### src/design/cpuControl_defines.svh
// Field widths and status flag bit positions for the control unit
`ifndef CPU_CONTROL_DEFINES_SVH
`define CPU_CONTROL_DEFINES_SVH

// Instruction byte fields
`define OPCODE_WIDTH 5
`define COND_WIDTH   3

// Status register
`define FLAG_WIDTH 4

`define FLAG_Z 0 // Zero
`define FLAG_C 1 // Carry
`define FLAG_V 2 // Overflow
`define FLAG_N 3 // Negative

`endif

### src/design/cpuControlPkg.sv
// Opcode, branch, sequencing state and datapath select types
`default_nettype none

`include "cpuControl_defines.svh"

package cpuControlPkg;

	typedef enum logic [`OPCODE_WIDTH-1:0] {
		ADD    = 5'b00000,
		ADDI   = 5'b00001,
		SUB    = 5'b00100,
		SUBI   = 5'b00101,
		CMP    = 5'b00110,
		AND    = 5'b01000,
		OR     = 5'b01001,
		XOR    = 5'b01010,
		LDW    = 5'b10000,
		STW    = 5'b10001,
		BRANCH = 5'b11000 // Kind held in the cond field
	} opcode_t;

	typedef enum logic [`COND_WIDTH-1:0] {
		BR, BNE, BE, BLT, BGE, BWL, RET, JMP
	} branch_t;

	typedef enum logic [1:0] {fetch, execute, interrupt} majorState_t;

	typedef enum logic [2:0] {cycle0, cycle1, cycle2, cycle3, cycle4} subCycle_t;

	// Datapath selects
	typedef enum logic [1:0] {Op1Rd1, Op1Pc} op1Sel_t;
	typedef enum logic [1:0] {Op2Imm, Op2Rd2, Op2Zero} op2Sel_t;
	typedef enum logic {ImmLong, ImmShort} immSel_t;
	typedef enum logic {Rs1Ra, Rs1Rd} rs1Sel_t;
	typedef enum logic {RwRd, RwRa} rwSel_t;
	typedef enum logic {WdAlu, WdSys} wdSel_t;
	typedef enum logic [1:0] {Pc1, PcAluOut, PcSysbus, PcInt} pcSel_t;
	typedef enum logic {LrSys, LrPc} lrSel_t;

endpackage

`default_nettype wire

### src/design/cycleIf.sv
// Interface carrying major state and sub-cycle between counter, sequencer and decoder
`timescale 1ns/100ps
`default_nettype none

interface cycleIf;

	cpuControlPkg::majorState_t majorState;
	cpuControlPkg::subCycle_t   subCycle;
	logic loadCycle4; // Cycle3 goes on to cycle4
	logic stretched;  // Cycle2 held by nWait

	modport counterPort (
		input  loadCycle4,
		output subCycle, stretched
	);

	modport sequencerPort (
		input  subCycle,
		output majorState, loadCycle4
	);

	modport decoderPort (
		input majorState, subCycle, stretched
	);

endinterface

`default_nettype wire

### src/design/cycleCounter.sv
// Sub-cycle counter with nWait stretching of cycle2
`timescale 1ns/100ps
`default_nettype none

module cycleCounter (
	input wire Clock,
	input wire nReset,
	input wire nWait,
	cycleIf.counterPort cyc
);

	always_ff @(posedge Clock or negedge nReset) begin
		if (!nReset) begin
			cyc.subCycle <= cpuControlPkg::cycle0;
		end else begin
			case (cyc.subCycle)
				cpuControlPkg::cycle0: cyc.subCycle <= cpuControlPkg::cycle1;
				cpuControlPkg::cycle1: cyc.subCycle <= cpuControlPkg::cycle2;
				cpuControlPkg::cycle2: begin
					if (nWait)
						cyc.subCycle <= cpuControlPkg::cycle3; // Memory has answered
				end
				cpuControlPkg::cycle3: begin
					if (cyc.loadCycle4)
						cyc.subCycle <= cpuControlPkg::cycle4;
					else
						cyc.subCycle <= cpuControlPkg::cycle0;
				end
				default: cyc.subCycle <= cpuControlPkg::cycle0;
			endcase
		end
	end

	assign cyc.stretched = (cyc.subCycle == cpuControlPkg::cycle2) && !nWait;

endmodule

`default_nettype wire

### src/design/cycleSequencer.sv
// Major state machine stepping through fetch, execute and interrupt entry
`timescale 1ns/100ps
`default_nettype none

module cycleSequencer (
	input wire Clock,
	input wire nReset,
	input wire cpuControlPkg::opcode_t opcode,
	input wire intPending,
	cycleIf.sequencerPort cyc
);

	// Fetch and interrupt entry both finish in cycle4
	assign cyc.loadCycle4 = (cyc.subCycle == cpuControlPkg::cycle3) &&
		(cyc.majorState != cpuControlPkg::execute);

	always_ff @(posedge Clock or negedge nReset) begin
		if (!nReset) begin
			cyc.majorState <= cpuControlPkg::fetch;
		end else begin
			case (cyc.majorState)
				cpuControlPkg::fetch: begin
					if (cyc.subCycle == cpuControlPkg::cycle3)
						cyc.majorState <= cpuControlPkg::execute;
				end
				cpuControlPkg::execute: begin
					case (cyc.subCycle)
						cpuControlPkg::cycle4: begin
							if (opcode != cpuControlPkg::LDW && opcode != cpuControlPkg::STW)
								cyc.majorState <= intPending ? cpuControlPkg::interrupt
									: cpuControlPkg::fetch;
						end
						cpuControlPkg::cycle3: // End of the memory access
							cyc.majorState <= intPending ? cpuControlPkg::interrupt
								: cpuControlPkg::fetch;
						default: ;
					endcase
				end
				cpuControlPkg::interrupt: begin
					if (cyc.subCycle == cpuControlPkg::cycle4)
						cyc.majorState <= cpuControlPkg::fetch;
				end
				default: cyc.majorState <= cpuControlPkg::fetch;
			endcase
		end
	end

endmodule

`default_nettype wire

### src/design/interruptSync.sv
// nIRQ synchroniser, falling edge detect and pending request latch
`timescale 1ns/100ps
`default_nettype none

module interruptSync (
	input  wire  Clock,
	input  wire  nReset,
	input  wire  nIRQ,
	input  wire  intClear,
	output logic intPending
);

	logic irqMeta;
	logic irqSync;
	logic irqLast; // Previous synchronised level for the edge

	always_ff @(posedge Clock or negedge nReset) begin
		if (!nReset) begin
			irqMeta    <= 1'b0;
			irqSync    <= 1'b0;
			irqLast    <= 1'b0;
			intPending <= 1'b0;
		end else begin
			irqMeta <= ~nIRQ;
			irqSync <= irqMeta;
			irqLast <= irqSync;
			// A new edge wins over the clear from the entry sequence
			intPending <= (irqSync & ~irqLast) | (intPending & ~intClear);
		end
	end

endmodule

`default_nettype wire

### src/design/statusFlags.sv
// Status register and branch condition evaluation
`timescale 1ns/100ps
`default_nettype none

`include "cpuControl_defines.svh"

module statusFlags (
	input  wire                     Clock,
	input  wire                     nReset,
	input  wire  [`FLAG_WIDTH-1:0]  Flags,
	input  wire                     statusWe,
	input  wire cpuControlPkg::branch_t branch,
	output logic [`FLAG_WIDTH-1:0]  StatusReg,
	output logic                    CFlag,
	output logic                    branchTaken
);

	always_ff @(posedge Clock or negedge nReset) begin
		if (!nReset)
			StatusReg <= '0;
		else if (statusWe)
			StatusReg <= Flags; // ALU flags only
	end

	assign CFlag = StatusReg[`FLAG_C];

	always_comb begin
		case (branch)
			cpuControlPkg::BR,
			cpuControlPkg::BWL: branchTaken = 1'b1;
			cpuControlPkg::BNE: branchTaken = !StatusReg[`FLAG_Z];
			cpuControlPkg::BE:  branchTaken = StatusReg[`FLAG_Z];
			cpuControlPkg::BLT: branchTaken = StatusReg[`FLAG_N] ^ StatusReg[`FLAG_V];
			cpuControlPkg::BGE: branchTaken = !(StatusReg[`FLAG_N] ^ StatusReg[`FLAG_V]);
			default:            branchTaken = 1'b0; // RET and JMP decode separately
		endcase
	end

endmodule

`default_nettype wire

### src/design/controlDecoder.sv
// Combinational decode of datapath selects and memory strobes
`timescale 1ns/100ps
`default_nettype none

module controlDecoder (
	cycleIf.decoderPort cyc,
	input  wire cpuControlPkg::opcode_t opcode,
	input  wire cpuControlPkg::branch_t branch,
	input  wire  branchTaken,
	output logic ALE,
	output logic AluEn,
	output logic AluWe,
	output logic ENB,
	output logic IrWe,
	output logic LrEn,
	output logic LrWe,
	output logic MemEn,
	output logic nME,
	output logic nOE,
	output logic nWE,
	output logic PcEn,
	output logic PcWe,
	output logic RegWe,
	output logic statusWe,
	output logic intClear,
	output cpuControlPkg::op1Sel_t Op1Sel,
	output cpuControlPkg::op2Sel_t Op2Sel,
	output cpuControlPkg::immSel_t ImmSel,
	output cpuControlPkg::rs1Sel_t Rs1Sel,
	output cpuControlPkg::rwSel_t  RwSel,
	output cpuControlPkg::wdSel_t  WdSel,
	output cpuControlPkg::pcSel_t  PcSel,
	output cpuControlPkg::lrSel_t  LrSel
);

	always_comb begin
		// Idle bus, no writes
		ALE      = 1'b0;
		AluEn    = 1'b0;
		AluWe    = 1'b0;
		ENB      = 1'b0;
		IrWe     = 1'b0;
		LrEn     = 1'b0;
		LrWe     = 1'b0;
		MemEn    = 1'b0;
		nME      = 1'b1;
		nOE      = 1'b1;
		nWE      = 1'b1;
		PcEn     = 1'b0;
		PcWe     = 1'b0;
		RegWe    = 1'b0;
		statusWe = 1'b0;
		intClear = 1'b0;
		Op1Sel   = cpuControlPkg::Op1Rd1;
		Op2Sel   = cpuControlPkg::Op2Imm;
		ImmSel   = cpuControlPkg::ImmLong;
		Rs1Sel   = cpuControlPkg::Rs1Ra;
		RwSel    = cpuControlPkg::RwRd;
		WdSel    = cpuControlPkg::WdAlu;
		PcSel    = cpuControlPkg::Pc1;
		LrSel    = cpuControlPkg::LrSys;

		case (cyc.majorState)
			cpuControlPkg::fetch: begin
				case (cyc.subCycle)
					cpuControlPkg::cycle0: begin
						ALE  = 1'b1; // PC out as address
						PcEn = 1'b1;
					end
					cpuControlPkg::cycle1: begin
						nME   = 1'b0;
						MemEn = 1'b1;
						PcEn  = 1'b1;
					end
					cpuControlPkg::cycle2: begin
						nME   = 1'b0;
						nOE   = 1'b0;
						MemEn = 1'b1;
						ENB   = 1'b1;
						IrWe  = !cyc.stretched; // Once, when nWait is high
					end
					cpuControlPkg::cycle3: begin
						nOE   = 1'b0;
						MemEn = 1'b1;
						ENB   = 1'b1;
					end
					default: ;
				endcase
			end

			cpuControlPkg::execute: begin
				case (cyc.subCycle)
					cpuControlPkg::cycle4: begin
						case (opcode)
							cpuControlPkg::ADD, cpuControlPkg::SUB, cpuControlPkg::CMP,
							cpuControlPkg::AND, cpuControlPkg::OR, cpuControlPkg::XOR: begin
								Op2Sel   = cpuControlPkg::Op2Rd2;
								RegWe    = (opcode != cpuControlPkg::CMP); // Flags only
								statusWe = 1'b1;
								PcEn     = 1'b1;
								PcWe     = 1'b1;
							end
							cpuControlPkg::ADDI, cpuControlPkg::SUBI: begin
								ImmSel   = cpuControlPkg::ImmShort;
								RegWe    = 1'b1;
								statusWe = 1'b1;
								PcEn     = 1'b1;
								PcWe     = 1'b1;
							end
							cpuControlPkg::LDW, cpuControlPkg::STW: begin
								ImmSel = cpuControlPkg::ImmShort; // Base plus offset
								AluEn  = 1'b1;
								AluWe  = 1'b1;
							end
							cpuControlPkg::BRANCH: begin
								case (branch)
									cpuControlPkg::RET: begin
										LrEn  = 1'b1; // Link register onto the bus
										PcWe  = 1'b1;
										PcSel = cpuControlPkg::PcSysbus;
									end
									cpuControlPkg::JMP: begin
										ImmSel = cpuControlPkg::ImmShort;
										PcWe   = 1'b1;
										PcSel  = cpuControlPkg::PcAluOut;
									end
									default: begin
										Op1Sel = cpuControlPkg::Op1Pc; // PC relative target
										AluEn  = 1'b1;
										PcWe   = 1'b1;
										if (branchTaken) begin
											PcSel = cpuControlPkg::PcAluOut;
											if (branch == cpuControlPkg::BWL) begin
												LrWe  = 1'b1;
												LrSel = cpuControlPkg::LrPc;
											end
										end
									end
								endcase
							end
							default: ;
						endcase
					end
					cpuControlPkg::cycle0: begin
						ALE    = 1'b1; // Address from the ALU register
						ImmSel = cpuControlPkg::ImmShort;
						AluEn  = 1'b1;
					end
					cpuControlPkg::cycle1: begin
						nME    = 1'b0;
						MemEn  = (opcode == cpuControlPkg::LDW);
						Op2Sel = cpuControlPkg::Op2Zero;
						Rs1Sel = cpuControlPkg::Rs1Rd; // Store data passes the ALU
						AluEn  = 1'b1;
						AluWe  = 1'b1;
					end
					cpuControlPkg::cycle2: begin
						nME   = 1'b0;
						PcWe  = !cyc.stretched; // Step past the instruction
						if (opcode == cpuControlPkg::LDW) begin
							nOE   = 1'b0;
							MemEn = 1'b1;
							ENB   = 1'b1;
							WdSel = cpuControlPkg::WdSys;
							RegWe = !cyc.stretched;
						end else begin
							Op2Sel = cpuControlPkg::Op2Zero;
							AluEn  = 1'b1;
						end
					end
					cpuControlPkg::cycle3: begin
						if (opcode == cpuControlPkg::LDW) begin
							nOE   = 1'b0;
							MemEn = 1'b1;
							ENB   = 1'b1;
						end else begin
							nWE    = 1'b0; // Write strobe
							Op2Sel = cpuControlPkg::Op2Zero;
							AluEn  = 1'b1;
						end
					end
					default: ;
				endcase
			end

			cpuControlPkg::interrupt: begin
				case (cyc.subCycle)
					cpuControlPkg::cycle0: begin
						Op2Sel = cpuControlPkg::Op2Zero;
						AluEn  = 1'b1;
						AluWe  = 1'b1;
					end
					cpuControlPkg::cycle1: begin
						ALE    = 1'b1;
						Op2Sel = cpuControlPkg::Op2Zero;
						AluEn  = 1'b1;
					end
					cpuControlPkg::cycle2: begin
						nME    = 1'b0;
						Op2Sel = cpuControlPkg::Op2Zero;
						AluEn  = 1'b1;
					end
					cpuControlPkg::cycle3: begin
						nME  = 1'b0;
						nWE  = 1'b0;
						PcEn = 1'b1; // Return address out
					end
					cpuControlPkg::cycle4: begin
						PcEn     = 1'b1;
						PcWe     = 1'b1;
						PcSel    = cpuControlPkg::PcInt;
						intClear = 1'b1;
					end
					default: ;
				endcase
			end

			default: ;
		endcase
	end

endmodule

`default_nettype wire

### src/design/cpuControl.sv
// Control unit top level joining sequencing, interrupt, status and decode blocks
`timescale 1ns/100ps
`default_nettype none

`include "cpuControl_defines.svh"

module cpuControl (
	input  wire                                     Clock,
	input  wire                                     nReset,
	input  wire                                     nIRQ,
	input  wire                                     nWait,
	input  wire  [`OPCODE_WIDTH+`COND_WIDTH-1:0]    OpcodeCondIn,
	input  wire  [`FLAG_WIDTH-1:0]                  Flags,
	output logic                                    ALE,
	output logic                                    AluEn,
	output logic                                    AluWe,
	output logic                                    ENB,
	output logic                                    IrWe,
	output logic                                    LrEn,
	output logic                                    LrWe,
	output logic                                    MemEn,
	output logic                                    nME,
	output logic                                    nOE,
	output logic                                    nWE,
	output logic                                    PcEn,
	output logic                                    PcWe,
	output logic                                    RegWe,
	output logic                                    CFlag,
	output logic [`FLAG_WIDTH-1:0]                  StatusReg,
	output cpuControlPkg::op1Sel_t                  Op1Sel,
	output cpuControlPkg::op2Sel_t                  Op2Sel,
	output cpuControlPkg::immSel_t                  ImmSel,
	output cpuControlPkg::rs1Sel_t                  Rs1Sel,
	output cpuControlPkg::rwSel_t                   RwSel,
	output cpuControlPkg::wdSel_t                   WdSel,
	output cpuControlPkg::pcSel_t                   PcSel,
	output cpuControlPkg::lrSel_t                   LrSel
);

	cpuControlPkg::opcode_t opcode;
	cpuControlPkg::branch_t branch;
	logic intPending;
	logic intClear;
	logic statusWe;
	logic branchTaken;

	// Upper bits opcode, lower bits branch kind
	assign opcode = cpuControlPkg::opcode_t'(OpcodeCondIn[`OPCODE_WIDTH+`COND_WIDTH-1:`COND_WIDTH]);
	assign branch = cpuControlPkg::branch_t'(OpcodeCondIn[`COND_WIDTH-1:0]);

	cycleIf cyc ();

	cycleCounter counter (
		.Clock  (Clock),
		.nReset (nReset),
		.nWait  (nWait),
		.cyc    (cyc.counterPort)
	);

	cycleSequencer sequencer (
		.Clock      (Clock),
		.nReset     (nReset),
		.opcode     (opcode),
		.intPending (intPending),
		.cyc        (cyc.sequencerPort)
	);

	interruptSync irqSync (
		.Clock      (Clock),
		.nReset     (nReset),
		.nIRQ       (nIRQ),
		.intClear   (intClear),
		.intPending (intPending)
	);

	statusFlags status (
		.Clock       (Clock),
		.nReset      (nReset),
		.Flags       (Flags),
		.statusWe    (statusWe),
		.branch      (branch),
		.StatusReg   (StatusReg),
		.CFlag       (CFlag),
		.branchTaken (branchTaken)
	);

	controlDecoder decoder (
		.cyc         (cyc.decoderPort),
		.opcode      (opcode),
		.branch      (branch),
		.branchTaken (branchTaken),
		.ALE         (ALE),
		.AluEn       (AluEn),
		.AluWe       (AluWe),
		.ENB         (ENB),
		.IrWe        (IrWe),
		.LrEn        (LrEn),
		.LrWe        (LrWe),
		.MemEn       (MemEn),
		.nME         (nME),
		.nOE         (nOE),
		.nWE         (nWE),
		.PcEn        (PcEn),
		.PcWe        (PcWe),
		.RegWe       (RegWe),
		.statusWe    (statusWe),
		.intClear    (intClear),
		.Op1Sel      (Op1Sel),
		.Op2Sel      (Op2Sel),
		.ImmSel      (ImmSel),
		.Rs1Sel      (Rs1Sel),
		.RwSel       (RwSel),
		.WdSel       (WdSel),
		.PcSel       (PcSel),
		.LrSel       (LrSel)
	);

endmodule

`default_nettype wire

### config.mk
export PLATFORM = sky130hd
export DESIGN_NAME = cpuControl
export DESIGN_NICKNAME = d
export VERILOG_FILES = /design/src/design/cpuControlPkg.sv /design/src/design/cycleIf.sv /design/src/design/cycleCounter.sv /design/src/design/cycleSequencer.sv /design/src/design/interruptSync.sv /design/src/design/statusFlags.sv /design/src/design/controlDecoder.sv /design/src/design/cpuControl.sv
export VERILOG_INCLUDE_DIRS = /design/src /design/src/design
export SDC_FILE = /design/constraint.sdc
export NUM_CORES = 1
export LEC_CHECK = 0
export BUFFER_PORTS_ARGS = -buffer_cell sky130_fd_sc_hd__buf_4
export CAP_MARGIN = 20
export CORE_MARGIN = 2
export CORE_UTILIZATION = 52
export DETAILED_ROUTE_END_ITERATION = 10
export GPL_TIMING_DRIVEN = 0
export HOLD_SLACK_MARGIN = 0.05
export MAX_ROUTING_LAYER = met4
export PLACE_DENSITY = 0.84
export SKIP_LAST_GASP = 1
export SYNTH_ARGS = -nofsm -noshare
export SYNTH_HDL_FRONTEND = slang
export SYNTH_SLANG_ARGS = --single-unit
### constraint.sdc
create_clock -name Clock -period 2.69 [get_ports Clock]
set_input_delay 0.1345 -clock Clock [delete_from_list [all_inputs] [get_ports Clock]]
set_output_delay 0.1345 -clock Clock [all_outputs]
set_load 0.05 [all_outputs]
==> results of run 1 <==
==> placed cells by master (no fill, tap or decap), types with 2 or more instances in the layout <==
master | synthesis | routed
sky130_fd_sc_hd__clkbuf_4 | 0 | 3
sky130_fd_sc_hd__xnor2_1 | 3 | 3
sky130_fd_sc_hd__buf_2 | 2 | 2
sky130_fd_sc_hd__o211ai_1 | 3 | 3
sky130_fd_sc_hd__nand2_1 | 10 | 10
sky130_fd_sc_hd__o22ai_1 | 3 | 3
sky130_fd_sc_hd__nand3b_1 | 2 | 2
sky130_fd_sc_hd__buf_4 | 4 | 47
sky130_fd_sc_hd__ha_1 | 4 | 4
sky130_fd_sc_hd__clkbuf_1 | 4 | 5
sky130_fd_sc_hd__inv_1 | 7 | 7
sky130_fd_sc_hd__o21a_1 | 3 | 3
sky130_fd_sc_hd__mux2_2 | 6 | 6
sky130_fd_sc_hd__o21ai_1 | 2 | 2
sky130_fd_sc_hd__dfrtp_1 | 13 | 13
sky130_fd_sc_hd__conb_1 | 1 | 2
sky130_fd_sc_hd__nor4_1 | 2 | 2
sky130_fd_sc_hd__and2_1 | 2 | 2
sky130_fd_sc_hd__nor2_1 | 13 | 13
sky130_fd_sc_hd__a211oi_1 | 2 | 2
sky130_fd_sc_hd__nand2b_1 | 6 | 6
sky130_fd_sc_hd__a31oi_1 | 3 | 3
sky130_fd_sc_hd__o21ai_0 | 2 | 2
sky130_fd_sc_hd__a21oi_1 | 11 | 11
sky130_fd_sc_hd__nor3_1 | 7 | 6
sky130_fd_sc_hd__dlygate4sd3_1 | 0 | 2
==> cells in the mapped netlist (4+ instances only) <==
| cell | n |
|---|---|
| sky130_fd_sc_hd__dfrtp_1 | 13 |
| sky130_fd_sc_hd__mux2_2 | 6 |
| sky130_fd_sc_hd__nor3_1 | 7 |
| sky130_fd_sc_hd__inv_1 | 7 |
| sky130_fd_sc_hd__nand2b_1 | 6 |
| sky130_fd_sc_hd__clkbuf_1 | 4 |
| sky130_fd_sc_hd__buf_4 | 4 |
| sky130_fd_sc_hd__nand2_1 | 10 |
| sky130_fd_sc_hd__a21oi_1 | 11 |
| sky130_fd_sc_hd__ha_1 | 4 |
| sky130_fd_sc_hd__nor2_1 | 13 |
==> logic make-up after synthesis <==
group | after synthesis
AND/OR/NAND/NOR | 53
AO/OA/AOI/OAI | 39
buffers and inverters | 19
flip-flops | 13
multiplexers | 6
adder cells (fa/ha/maj) | 4
XOR/XNOR | 3
other | 1
==> registers in the layout, summed over array words and instances, names as in the netlist <==
name,cells
sequencer.cyc.majorState,2
irqSync.irqLast,1
counter.cyc.subCycle,3
irqSync.intPending,1
irqSync.irqSync,1
irqSync.irqMeta,1
status.StatusReg,4
==> power groups by stage <==
stage | Sequential (uW) | Combinational [uW] | Clock (uW)
global route | 321 | 1540 | 128
finish | 312 | 1440 | 116
detailed placement | 314 | 1430 | 0
CTS | 311 | 1440 | 121
floorplan | 394 | 977 | 0
global placement | 308 | 1410 | 0
==> path summary, 6_finish.rpt <==
kind	to	slack (ps)	cells after the start
setup / recovery	LrWe	210	7
hold / removal	status.StatusReg[1]	90	2
setup reg to reg	status.StatusReg[0]	700	5
hold reg to reg	irqSync.irqSync	360	0
max in group asynchronous	sequencer.cyc.majorState[1]	2290	2
min in group asynchronous	status.StatusReg[1]	240	2
==> layout make-up <==
cell class / instances / area share
clock buffer: 4 / 0.0169
tap: 27 / 0.0217
timing repair buffer: 45 / 0.220
multi-input combinational: 107 / 0.470
buffer: 12 / 0.0451
sequential: 13 / 0.209
inverter: 7 / 0.0169
==> routing by layer <==
metal / part of all wire / track usage
met1: 0.42 / 0.339
met2: 0.50 / 0.432
met5: 0 / -
met3: 0.071 / 0.0175
met4: 0.0091 / 0.0721
==> critical path, stage by stage, from the launching register on <==
cell and delay (ps):
sky130_fd_sc_hd__dfrtp_1 400, sky130_fd_sc_hd__inv_1 100, sky130_fd_sc_hd__ha_1 300, sky130_fd_sc_hd__nand4bb_4 160
sky130_fd_sc_hd__or4_4 590, sky130_fd_sc_hd__nor3_2 210, sky130_fd_sc_hd__buf_4 130, sky130_fd_sc_hd__buf_4 180
==> through the flow <==
step	hold WS, ps	instance area, um2	std cells	setup WS (ps)	utilization
after global placement	-20.5	1510	209	547	0.746
final	91.7	1560	215	207	0.769
after CTS	85.3	1560	215	206	0.769
after floorplan	-161	1150	139	99.6	-
after global routing	91.6	1560	215	68.2	0.769
after detailed placement	-16.5	1510	209	509	0.746
==> out/summary.txt, run 1 <==
SYNTHESIS
----------------------------------------------------------------------------------
Gate count after technology mapping                                            138
Synth Area in XOR/XNOR                                                      0.0230
Post-synthesis mux area share                                               0.0591
Register bit total from synthesis                                               13
Netlist Area Pre-Place                                                 0.00114 mm2
Post-synth top area cell                                              sky130_fd_sc_hd__dfrtp_1
Part of the Yosys area used for sequential elements                          0.284
Adder-cell share of the synthesized area                                    0.0438
Post-synthesis async set-or-reset flop share                                  1.00
Synth Flop Type                                                       sky130_fd_sc_hd__dfrtp_1
Post-synthesis average cell area                                          8.29 um2
Fraction of the mapped netlist area in compound gates                        0.231
Cell variety after synth                                                        47
Main combinational cell family by area after synthesis                simple AND/OR/NAND/NOR gates
EDFF count, synth                                                                0
Simple-Gate Fraction of Synth Area                                           0.271
Yosys warning count                                                              0
Largest cells by area after synthesis                                 sky130_fd_sc_hd__dfrtp_1, sky130_fd_sc_hd__mux2_2, sky130_fd_sc_hd__a21oi_1, sky130_fd_sc_hd__ha_1, sky130_fd_sc_hd__nor2_1
Share of Yosys cell area claimed by the top area cell type                   0.284

POWER
----------------------------------------------------------------------------------
Comb power frac                                                              0.772
Overall power                                                              1870 uW
Max rail drop VDD                                                           996 uV
PwrDens                                                                1200 mW/mm2
Switching Fraction                                                           0.577
Fraction of power consumed by the clock network                              0.062
Leakage power total                                                    0.000725 uW
Power share of the sequential group                                          0.167
Net switching component of the power                                       1080 uW
Int Pwr                                                                     792 uW

PLACEMENT
----------------------------------------------------------------------------------
IO buf count                                                                    43
HPWL Detailed                                                              2.24 mm
Gpl congestion                                                               0.882

DETAILED ROUTING
----------------------------------------------------------------------------------
Number of iterations in the first detailed-routing pass                          5
Total number of vias                                                         1,230
Post-detailed-routing wire length                                          2.96 mm
DRT iter0 DRCs                                                                  43
Detailed-route wire length per cell                                        13.8 um
Via count normalized by instance count                                        5.72
Detailed-route DRC error count                                                   0
Number of nets with antenna violations after routing                             0

FLOORPLAN
----------------------------------------------------------------------------------
Die area                                                               0.00259 mm2
Area of the core region                                                0.00202 mm2
Effective utilization at floorplan                                           0.566
Height of the die                                                          50.9 um
I/O pin cnt                                                                     46
Die boundary width                                                         50.9 um
Cell Rows                                                                       16

GLOBAL ROUTE
----------------------------------------------------------------------------------
Pin count of the biggest net entering global routing                            14
Global-route usage over all layers                                           0.257
Vias in the first global route                                               1,162
Wire length of the first global-routing pass                               5.09 mm
Number of antenna violations at the first check in global routing                0
Global route total overflow                                                      0

TIMING
----------------------------------------------------------------------------------
Clock Skews                                                                4.34 ps
F_max                                                                    0.403 GHz
Max-slew headroom at the worst pin                                           0.644
RSZ-0062 raised after global routing                                         false
Final Hold Violating Endpoints                                                   0
Total negative setup slack                                                    0 ps
Final cycle utilization of the critical path                                 0.923
Worst Max-Slew Pin Slew                                                     533 ps
Slew Limit Fails                                                                 0
Tmin final                                                                 2480 ps
Final number of setup-violating endpoints                                        0

JOB
----------------------------------------------------------------------------------
Total of max-cap violations                                                      0

WORST SETUP PATH
----------------------------------------------------------------------------------
Worst R2R Start                                                       sequencer.cyc.majorState[1]
Data arrival at the endpoint of the critical path                          2350 ps
Startpoint of the worst setup timing path                             sequencer.cyc.majorState[1]
Type of origin of the critical path                                      flip-flop
Worst Setup End Kind                                                  primary output
Startpoint-to-endpoint class of the critical path                       reg -> out
Critical path fanouts, max                                                       5
Worst Path Required                                                        2560 ps

FINISH
----------------------------------------------------------------------------------
Share of final-layout standard cells stronger than drive strength 1          0.356
Number of nets in the finished design                                          209
Sequential cell area in the final layout                                   325 um2
Final antenna diode count                                                        0
Multi-input gate area                                                      731 um2
Fill cell instance count of the final layout                                   162
Area growth from synthesis to layout                                         36.0%

MIN PATH
----------------------------------------------------------------------------------
Class of the worst hold path                                             in -> reg
Worst hold start                                                          Flags[1]

CLOCK TREE
----------------------------------------------------------------------------------
Clock insertion delay at the later pin of the skew report                   270 ps
Clock buffer depth                                                               2
TritonCTS clock tree                                                         built
Cts-stage hold buffer count                                                      2
Number of post-CTS setup repair buffers                                          0
Number of clock sinks seen by CTS                                               13
Root Buffer                                                           sky130_fd_sc_hd__clkbuf_4
Post-cts resize count                                                            0
CTS Buf Count                                                                    3
Number of H-tree branching levels                                                1
CTS clk-pin slew, worst paths                                                80 ps

RUN STATUS
----------------------------------------------------------------------------------
Outcome                                                                  completed

(Power assumes the default switching activity.)
==> run 2, diff against run 1 <==
--- a/config.mk
+++ b/config.mk
@@ -8,14 +8,14 @@
 export LEC_CHECK = 0
 export BUFFER_PORTS_ARGS = -buffer_cell sky130_fd_sc_hd__buf_4
 export CAP_MARGIN = 20
-export CORE_MARGIN = 2
-export CORE_UTILIZATION = 52
+export CORE_UTILIZATION = 53
 export DETAILED_ROUTE_END_ITERATION = 10
 export GPL_TIMING_DRIVEN = 0
 export HOLD_SLACK_MARGIN = 0.05
 export MAX_ROUTING_LAYER = met4
-export PLACE_DENSITY = 0.84
+export PLACE_DENSITY = 0.83
 export SKIP_LAST_GASP = 1
 export SYNTH_ARGS = -nofsm -noshare
 export SYNTH_HDL_FRONTEND = slang
+export SYNTH_HIERARCHICAL = 1
 export SYNTH_SLANG_ARGS = --single-unit
==> constraint.sdc (replaced) <==
create_clock -name Clock -period 3.2 [get_ports Clock]
set_input_delay 0.16 -clock Clock [delete_from_list [all_inputs] [get_ports Clock]]
set_output_delay 0.16 -clock Clock [all_outputs]
set_load 0.05 [all_outputs]
==> run 2 against run 1 <==
  * Sequential cell count is the same
  * Cell area grew 8.8%
  * Sequential power shrank 13%
  * Sequential share of layout area shrank 1.7 points
  * Non-clock buffer count shrank 1
  * Clock skew grew 1.6 ps
  * Clock-buffer cell count shrank 1
  * Via count grew 12%
  * Utilization shrank 1.8 points
==> out/summary.txt, run 2 <==
CLOCK TREE
----------------------------------------------------------------------------------
Root Buffer                                                           sky130_fd_sc_hd__clkbuf_4
Clock buffer depth                                                               2
CTS Buf Count                                                                    3
Number of post-CTS setup repair buffers                                          0
TritonCTS clock tree                                                         built
Number of clock sinks seen by CTS                                               13
Post-cts resize count                                                            0
Clock insertion delay at the later pin of the skew report                   270 ps
Number of H-tree branching levels                                                1
CTS clk-pin slew, worst paths                                                80 ps

POWER
----------------------------------------------------------------------------------
Comb power frac                                                              0.768
Fraction of power consumed by the clock network                              0.062
Max rail drop VDD                                                           889 uV
Leakage power total                                                    0.000771 uW
PwrDens                                                                 946 mW/mm2
Power share of the sequential group                                          0.170
Int Pwr                                                                     662 uW
Overall power                                                              1600 uW
Switching Fraction                                                           0.587
Net switching component of the power                                        940 uW

TIMING
----------------------------------------------------------------------------------
PnR worst setup slack                                                       566 ps
Clock Skews                                                                5.96 ps
F_max                                                                    0.380 GHz
Final cycle utilization of the critical path                                 0.823
Final number of setup-violating endpoints                                        0
RSZ-0062 raised after global routing                                         false
Total negative setup slack                                                    0 ps
Max-slew headroom at the worst pin                                           0.549
Worst Max-Slew Pin Slew                                                     667 ps
Tmin final                                                                 2630 ps
Final Hold Violating Endpoints                                                   0
Slew Limit Fails                                                                 0

WORST SETUP PATH
----------------------------------------------------------------------------------
Worst reg-to-reg path cell count                                                 7
Startpoint-to-endpoint class of the critical path                       reg -> out
Worst R2R Start                                                       sequencer/cyc.majorState[1]
Number of buffers and inverters on the critical path                             3
Worst Setup End Kind                                                  primary output
Worst Path Required                                                        3040 ps
Crit-path slowest cell                                                sky130_fd_sc_hd__dfrtp_1
Stage delay of the slowest cell on the critical path                        450 ps
CP delay by family, top                                               simple AND/OR/NAND/NOR gates
Type of origin of the critical path                                      flip-flop
Register-to-register path setup slack                                       900 ps
Cell breakdown of the critical path                                   inv_1 > ha_1 > buf_2 > nor4bb_1 > nand3_1 > o41ai_1 > buf_4
Critical path fanouts, max                                                      10
Worst reg2reg path endpoint                                           status/StatusReg[3]
Data arrival at the endpoint of the critical path                          2470 ps

DETAILED ROUTING
----------------------------------------------------------------------------------
Detailed-route wire length per cell                                        14.6 um
Post-detailed-routing wire length                                          3.36 mm
Total number of vias                                                         1,380
Detailed-route DRC error count                                                   0
DRT iter0 DRCs                                                                  47
Number of iterations in the first detailed-routing pass                          4
Number of nets with antenna violations after routing                             0
Via count normalized by instance count                                        6.00

FINISH
----------------------------------------------------------------------------------
Number of nets in the finished design                                          223
Area growth from synthesis to layout                                         32.0%
Utilization of the core after routing                                        0.751
Final antenna diode count                                                        0
Cell area after layout                                                 0.00169 mm2
Share of final-layout standard cells stronger than drive strength 1          0.337
Register with the most flip-flops                                     status/StatusReg
Most common cell after layout, fill and taps aside                    sky130_fd_sc_hd__buf_4
Flip-flop count of the largest register, all copies and words added              4
Most used cells in the layout excluding fill and tap cells            sky130_fd_sc_hd__buf_4, sky130_fd_sc_hd__dfrtp_1, sky130_fd_sc_hd__inv_1
Largest registers                                                     status/StatusReg: 4 flops, counter/cyc.subCycle: 3 flops, sequencer/cyc.majorState: 2 flops

GLOBAL ROUTE
----------------------------------------------------------------------------------
Global route total overflow                                                      0
Pin count of the biggest net entering global routing                            16
GR peak layer                                                                 met2
Met3 layer usage reported by global route                                   0.0357
Grt met1 use                                                                 0.358
Vias in the first global route                                               1,299
Global-route usage over all layers                                           0.290
Number of antenna violations at the first check in global routing                0
Wire length of the first global-routing pass                               5.64 mm
GR Util met2                                                                 0.491

SYNTHESIS
----------------------------------------------------------------------------------
Part of the Yosys area used for sequential elements                          0.254
Share of Yosys cell area claimed by the top area cell type                   0.254
Commonest cells in the netlist                                        sky130_fd_sc_hd__dfrtp_1, sky130_fd_sc_hd__inv_1, sky130_fd_sc_hd__a21oi_1
Post-synthesis async set-or-reset flop share                                  1.00
Post-synth top area cell                                              sky130_fd_sc_hd__dfrtp_1
Synth Flop Type                                                       sky130_fd_sc_hd__dfrtp_1
Netlist Area Pre-Place                                                 0.00128 mm2
Most frequent cell after synthesis                                    sky130_fd_sc_hd__dfrtp_1
Largest cells by area after synthesis                                 sky130_fd_sc_hd__dfrtp_1, sky130_fd_sc_hd__a21oi_1, sky130_fd_sc_hd__ha_1, sky130_fd_sc_hd__inv_1, sky130_fd_sc_hd__nand2b_1
Gate count after technology mapping                                            152
Cell variety after synth                                                        57
Post-synthesis average cell area                                          8.44 um2
Register bit total from synthesis                                               13
Yosys warning count                                                              6
EDFF count, synth                                                                0

MIN PATH
----------------------------------------------------------------------------------
Hold path endpoint                                                    status/StatusReg[2]
Worst hold start                                                          Flags[2]
Class of the worst hold path                                             in -> reg
Min-Delay Path Depth                                                             2

PLACEMENT
----------------------------------------------------------------------------------
IO buf count                                                                    43
Area after DPL                                                         0.00165 mm2
Gpl congestion                                                               0.955
HPWL Detailed                                                              2.55 mm
Place WS                                                                    931 ps

JOB
----------------------------------------------------------------------------------
Total of max-cap violations                                                      0

FLOORPLAN
----------------------------------------------------------------------------------
Area of the core region                                                0.00225 mm2
Die boundary width                                                         51.2 um
Height of the die                                                          51.2 um
I/O pin cnt                                                                     46
Die area                                                               0.00262 mm2
Effective utilization at floorplan                                           0.569
Cell Rows                                                                       17

RUN STATUS
----------------------------------------------------------------------------------
Outcome                                                                  completed

-- run 2: cells by family (layout without fill, tap and decap cells) --
group | after synthesis | after routing | synth area share
AO/OA/AOI/OAI | 41 | 41 | 0.238
XOR/XNOR | 2 | 2 | 0.0137
adder cells (fa/ha/maj) | 4 | 4 | 0.0390
buffers and inverters | 23 | 72 | 0.0819
flip-flops | 13 | 13 | 0.254
multiplexers | 5 | 5 | 0.0429
other | 1 | 2 | 0.00292
AND/OR/NAND/NOR | 63 | 63 | 0.328
-- run 2: repair_timing --
item | 4_1_cts | 5_1_grt
endpoints found under the setup margin | 0 | 0
endpoints found under the hold margin | 14 | 0
hold buffers | 2 | 0
-- run 2: metrics by stage --
step	std cells	hold slack [ps]
5_1_grt	230	105
2_1_floorplan	153	-136
4_1_cts	230	98.9
3_5_place_dp	224	10.4
3_3_place_gp	224	7.08
6_report	230	106
-- run 2: layout make-up --
class,instances,area (um2)
Clock buffer,3,22.5
Tap cell,28,35.0
Buffer,11,60.1
Sequential cell,13,325
Inverter,12,45.0
Timing Repair Buffer,45,343
Multi-Input combinational cell,117,857
Clock inverter,1,5.00
Fill cell,171,562
-- run 2: per-layer routing --
| metal | share of wire | vias up |
|---|---|---|
| met4 | 0.012 | 0 |
| met3 | 0.064 | 6 |
| li1 | - | 668 |
| met1 | 0.43 | 636 |
| met5 | 0 | - |
| met2 | 0.49 | 70 |
-- run 2: power by group through the flow --
stage,clock (uW),sequential (uW),combinational [uW]
6_report,99.2,272,1230
5_1_grt,110,281,1310
4_1_cts,104,271,1220
3_5_place_dp,0,275,1220
3_3_place_gp,0,270,1190
2_1_floorplan,0,278,887
-- run 2: worst max-delay path by stage --
stage | from | to | slack (ps) | cells after the start
after floorplan | counter/cyc.subCycle[1] | PcWe | 60 | 5
after global placement | sequencer/cyc.majorState[0] | PcSel[1] | 880 | 7
after detailed placement | sequencer/cyc.majorState[1] | PcSel[1] | 930 | 7
after CTS | sequencer/cyc.majorState[1] | PcSel[1] | 590 | 7
after global routing | sequencer/cyc.majorState[0] | PcSel[1] | 360 | 7
final | sequencer/cyc.majorState[1] | PcSel[1] | 570 | 7
==> run 3, diff against run 2 <==
--- a/config.mk
+++ b/config.mk
@@ -8,12 +8,12 @@
 export LEC_CHECK = 0
 export BUFFER_PORTS_ARGS = -buffer_cell sky130_fd_sc_hd__buf_4
 export CAP_MARGIN = 20
-export CORE_UTILIZATION = 53
+export CORE_UTILIZATION = 45
 export DETAILED_ROUTE_END_ITERATION = 10
 export GPL_TIMING_DRIVEN = 0
 export HOLD_SLACK_MARGIN = 0.05
 export MAX_ROUTING_LAYER = met4
-export PLACE_DENSITY = 0.83
+export PLACE_DENSITY = 0.75
 export SKIP_LAST_GASP = 1
 export SYNTH_ARGS = -nofsm -noshare
 export SYNTH_HDL_FRONTEND = slang
==> constraint.sdc (replaced) <==
create_clock -name Clock -period 2.25 [get_ports Clock]
set_input_delay 0.1125 -clock Clock [delete_from_list [all_inputs] [get_ports Clock]]
set_output_delay 0.1125 -clock Clock [all_outputs]
set_load 0.05 [all_outputs]
==> run 3 against run 2 <==
  * Hold slack gained 100 ps
  * Non-clock buffer count grew 12
  * Power grew 60%
  * First-iteration DRC count grew 32%
  * Clock-buffer cell count is the same
  * Critical path depth grew 1
  * Cell count grew 6.1%
  * Die area grew 17%
  * Sequential power grew 42%
  * Clock power grew 39%
  * Sequential cell count is the same
  * Critical path type unchanged
  * Largest cell class unchanged
==> out/summary.txt, run 3 (synthesized netlist as in run 2, its figures left out) <==
FINISH
----------------------------------------------------------------------------------
Final antenna diode count                                                        0
Area growth from synthesis to layout                                         50.6%
Flip-flop count of the largest register, all copies and words added              4
Largest registers                                                     status/StatusReg: 4 flops, counter/cyc.subCycle: 3 flops, sequencer/cyc.majorState: 2 flops
Register with the most flip-flops                                     status/StatusReg
Most used cells in the layout excluding fill and tap cells            sky130_fd_sc_hd__buf_4, sky130_fd_sc_hd__inv_1, sky130_fd_sc_hd__a21oi_1, sky130_fd_sc_hd__dfrtp_1, sky130_fd_sc_hd__nand2_1
Most common cell after layout, fill and taps aside                    sky130_fd_sc_hd__buf_4
Share of final-layout standard cells stronger than drive strength 1          0.467
Fill cell instance count of the final layout                                   183
Number of nets in the finished design                                          235
Utilization of the core after routing                                        0.746

POWER
----------------------------------------------------------------------------------
Switching Fraction                                                           0.569
PwrDens                                                                1330 mW/mm2
Int Pwr                                                                    1110 uW
Fraction of power consumed by the clock network                              0.054
Comb power frac                                                              0.796
Net switching component of the power                                       1460 uW
Leakage power total                                                    0.000858 uW
Power share of the sequential group                                          0.150
Max rail drop VDD                                                          1490 uV

TIMING
----------------------------------------------------------------------------------
Tmin final                                                                 2160 ps
Max-slew headroom at the worst pin                                           0.494
Clock Skews                                                                1.84 ps
Final Hold Violating Endpoints                                                   0
F_max                                                                    0.463 GHz
Slew Limit Fails                                                                 0
Total negative setup slack                                                    0 ps
PnR worst setup slack                                                      88.2 ps
Worst Max-Slew Pin Slew                                                     748 ps
Final number of setup-violating endpoints                                        0
Final cycle utilization of the critical path                                 0.961
RSZ-0062 raised after global routing                                          true
Smallest hold slack                                                         208 ps

WORST SETUP PATH
----------------------------------------------------------------------------------
Startpoint-to-endpoint class of the critical path                       reg -> out
Data arrival at the endpoint of the critical path                          2050 ps
Worst Setup End Kind                                                  primary output
Critical path fanouts, max                                                      10
Type of origin of the critical path                                      flip-flop
Worst Path Required                                                        2140 ps

FLOORPLAN
----------------------------------------------------------------------------------
Cell Rows                                                                       18
Die boundary width                                                         55.4 um
Effective utilization at floorplan                                           0.495
I/O pin cnt                                                                     46
Area of the core region                                                0.00259 mm2
Die area                                                               0.00307 mm2
Height of the die                                                          55.4 um

GLOBAL ROUTE
----------------------------------------------------------------------------------
Global route total overflow                                                      0
Vias in the first global route                                               1,308
Number of antenna violations at the first check in global routing                0
Global-route usage over all layers                                           0.254
Pin count of the biggest net entering global routing                            16
Wire length of the first global-routing pass                               6.07 mm

CLOCK TREE
----------------------------------------------------------------------------------
CTS clk-pin slew, worst paths                                                80 ps
TritonCTS clock tree                                                         built
CTS Buf Count                                                                    3
Clock insertion delay at the later pin of the skew report                   270 ps
Number of clock sinks seen by CTS                                               13
Number of H-tree branching levels                                                1
Clock buffer depth                                                               2
Root Buffer                                                           sky130_fd_sc_hd__clkbuf_4

JOB
----------------------------------------------------------------------------------
Total of max-cap violations                                                      0

PLACEMENT
----------------------------------------------------------------------------------
Gpl congestion                                                               0.852
Place WS                                                                  -20.4 ps
IO buf count                                                                    43
HPWL Detailed                                                              2.63 mm

DETAILED ROUTING
----------------------------------------------------------------------------------
Post-detailed-routing wire length                                          3.84 mm
Via count normalized by instance count                                        5.93
Total number of vias                                                         1,446
Detailed-route DRC error count                                                   0
Number of nets with antenna violations after routing                             0
Number of iterations in the first detailed-routing pass                          5
Detailed-route wire length per cell                                        15.7 um
DRT iter0 DRCs                                                                  62

MIN PATH
----------------------------------------------------------------------------------
Class of the worst hold path                                           in -> async

RUN STATUS
----------------------------------------------------------------------------------
Outcome                                                                  completed

==> run 3: critical path, stage by stage, from the launching register on <==
cell and delay (ps):
sky130_fd_sc_hd__dfrtp_1 390, sky130_fd_sc_hd__inv_1 80, sky130_fd_sc_hd__ha_2 210, sky130_fd_sc_hd__buf_6 150, sky130_fd_sc_hd__nor4bb_4 220, sky130_fd_sc_hd__nand3_1 110, sky130_fd_sc_hd__buf_4 180, sky130_fd_sc_hd__o41ai_2 200
sky130_fd_sc_hd__buf_4 250
==> run 3: worst paths after layout <==
path	from	to	slack [ps]	depth (start not counted)
worst max-delay path	sequencer/cyc.majorState[1]	PcSel[1]	90	8
worst min-delay path	nReset	status/StatusReg[1]	210	2
worst max register to register	sequencer/cyc.majorState[1]	status/StatusReg[0]	260	7
worst min register to register	irqSync/irqMeta	irqSync/irqSync	360	0
max in group asynchronous	nReset	sequencer/cyc.majorState[0]	1870	2
min in group Clock	nWait	counter/cyc.subCycle[0]	240	3
==> run 3: power groups by stage <==
stage          logic (uW)  registers [uW]  clock network, uW
3_5_place_dp         1790             396                  0
5_1_grt              2150             398                158
4_1_cts              1940             386                148
6_report             2040             386                138
3_3_place_gp         1760             387                  0
2_1_floorplan        1310             395                  0
==> run 3: layer usage <==
layer | part of all wire | wire [um] | track usage | up-vias
met1 | 0.43 | 1640 | 0.323 | 668
met4 | 0.016 | 62 | 0.104 | 0
li1 | - | - | - | 690
met5 | 0 | 0 | - | -
met3 | 0.068 | 262 | 0.0585 | 8
met2 | 0.49 | 1870 | 0.391 | 80
==> run 3: timing repair <==
| action | in CTS | in global routing |
|---|---|---|
| resized for setup | 13 | 13 |
| pin swaps | 2 | 3 |
| setup buffers | 5 | 4 |
| hold endpoints to repair | 17 | 1 |
| hold buffers | 5 | 1 |
| setup endpoints to repair | 14 | 8 |
==> run 3: cell type report <==
class	count	area, um2	area share
Buffer	10	71.3	0.0369
Clock buffer	3	22.5	0.0117
Clock inverter	1	5.00	0.00259
Inverter	12	45.0	0.0233
Multi-Input combinational cell	117	962	0.498
Sequential cell	13	330	0.171
Tap cell	30	37.5	0.0194
Timing Repair Buffer	58	458	0.237
==> run 3: metrics by stage <==
step / area, um2 / power, uW / std cells
after global routing: 1930 / 2700 / 244
final: 1930 / 2570 / 244
after CTS: 1860 / 2470 / 239
after global placement: 1700 / 2140 / 226
after detailed placement: 1700 / 2180 / 226
after floorplan: 1340 / 1700 / 153
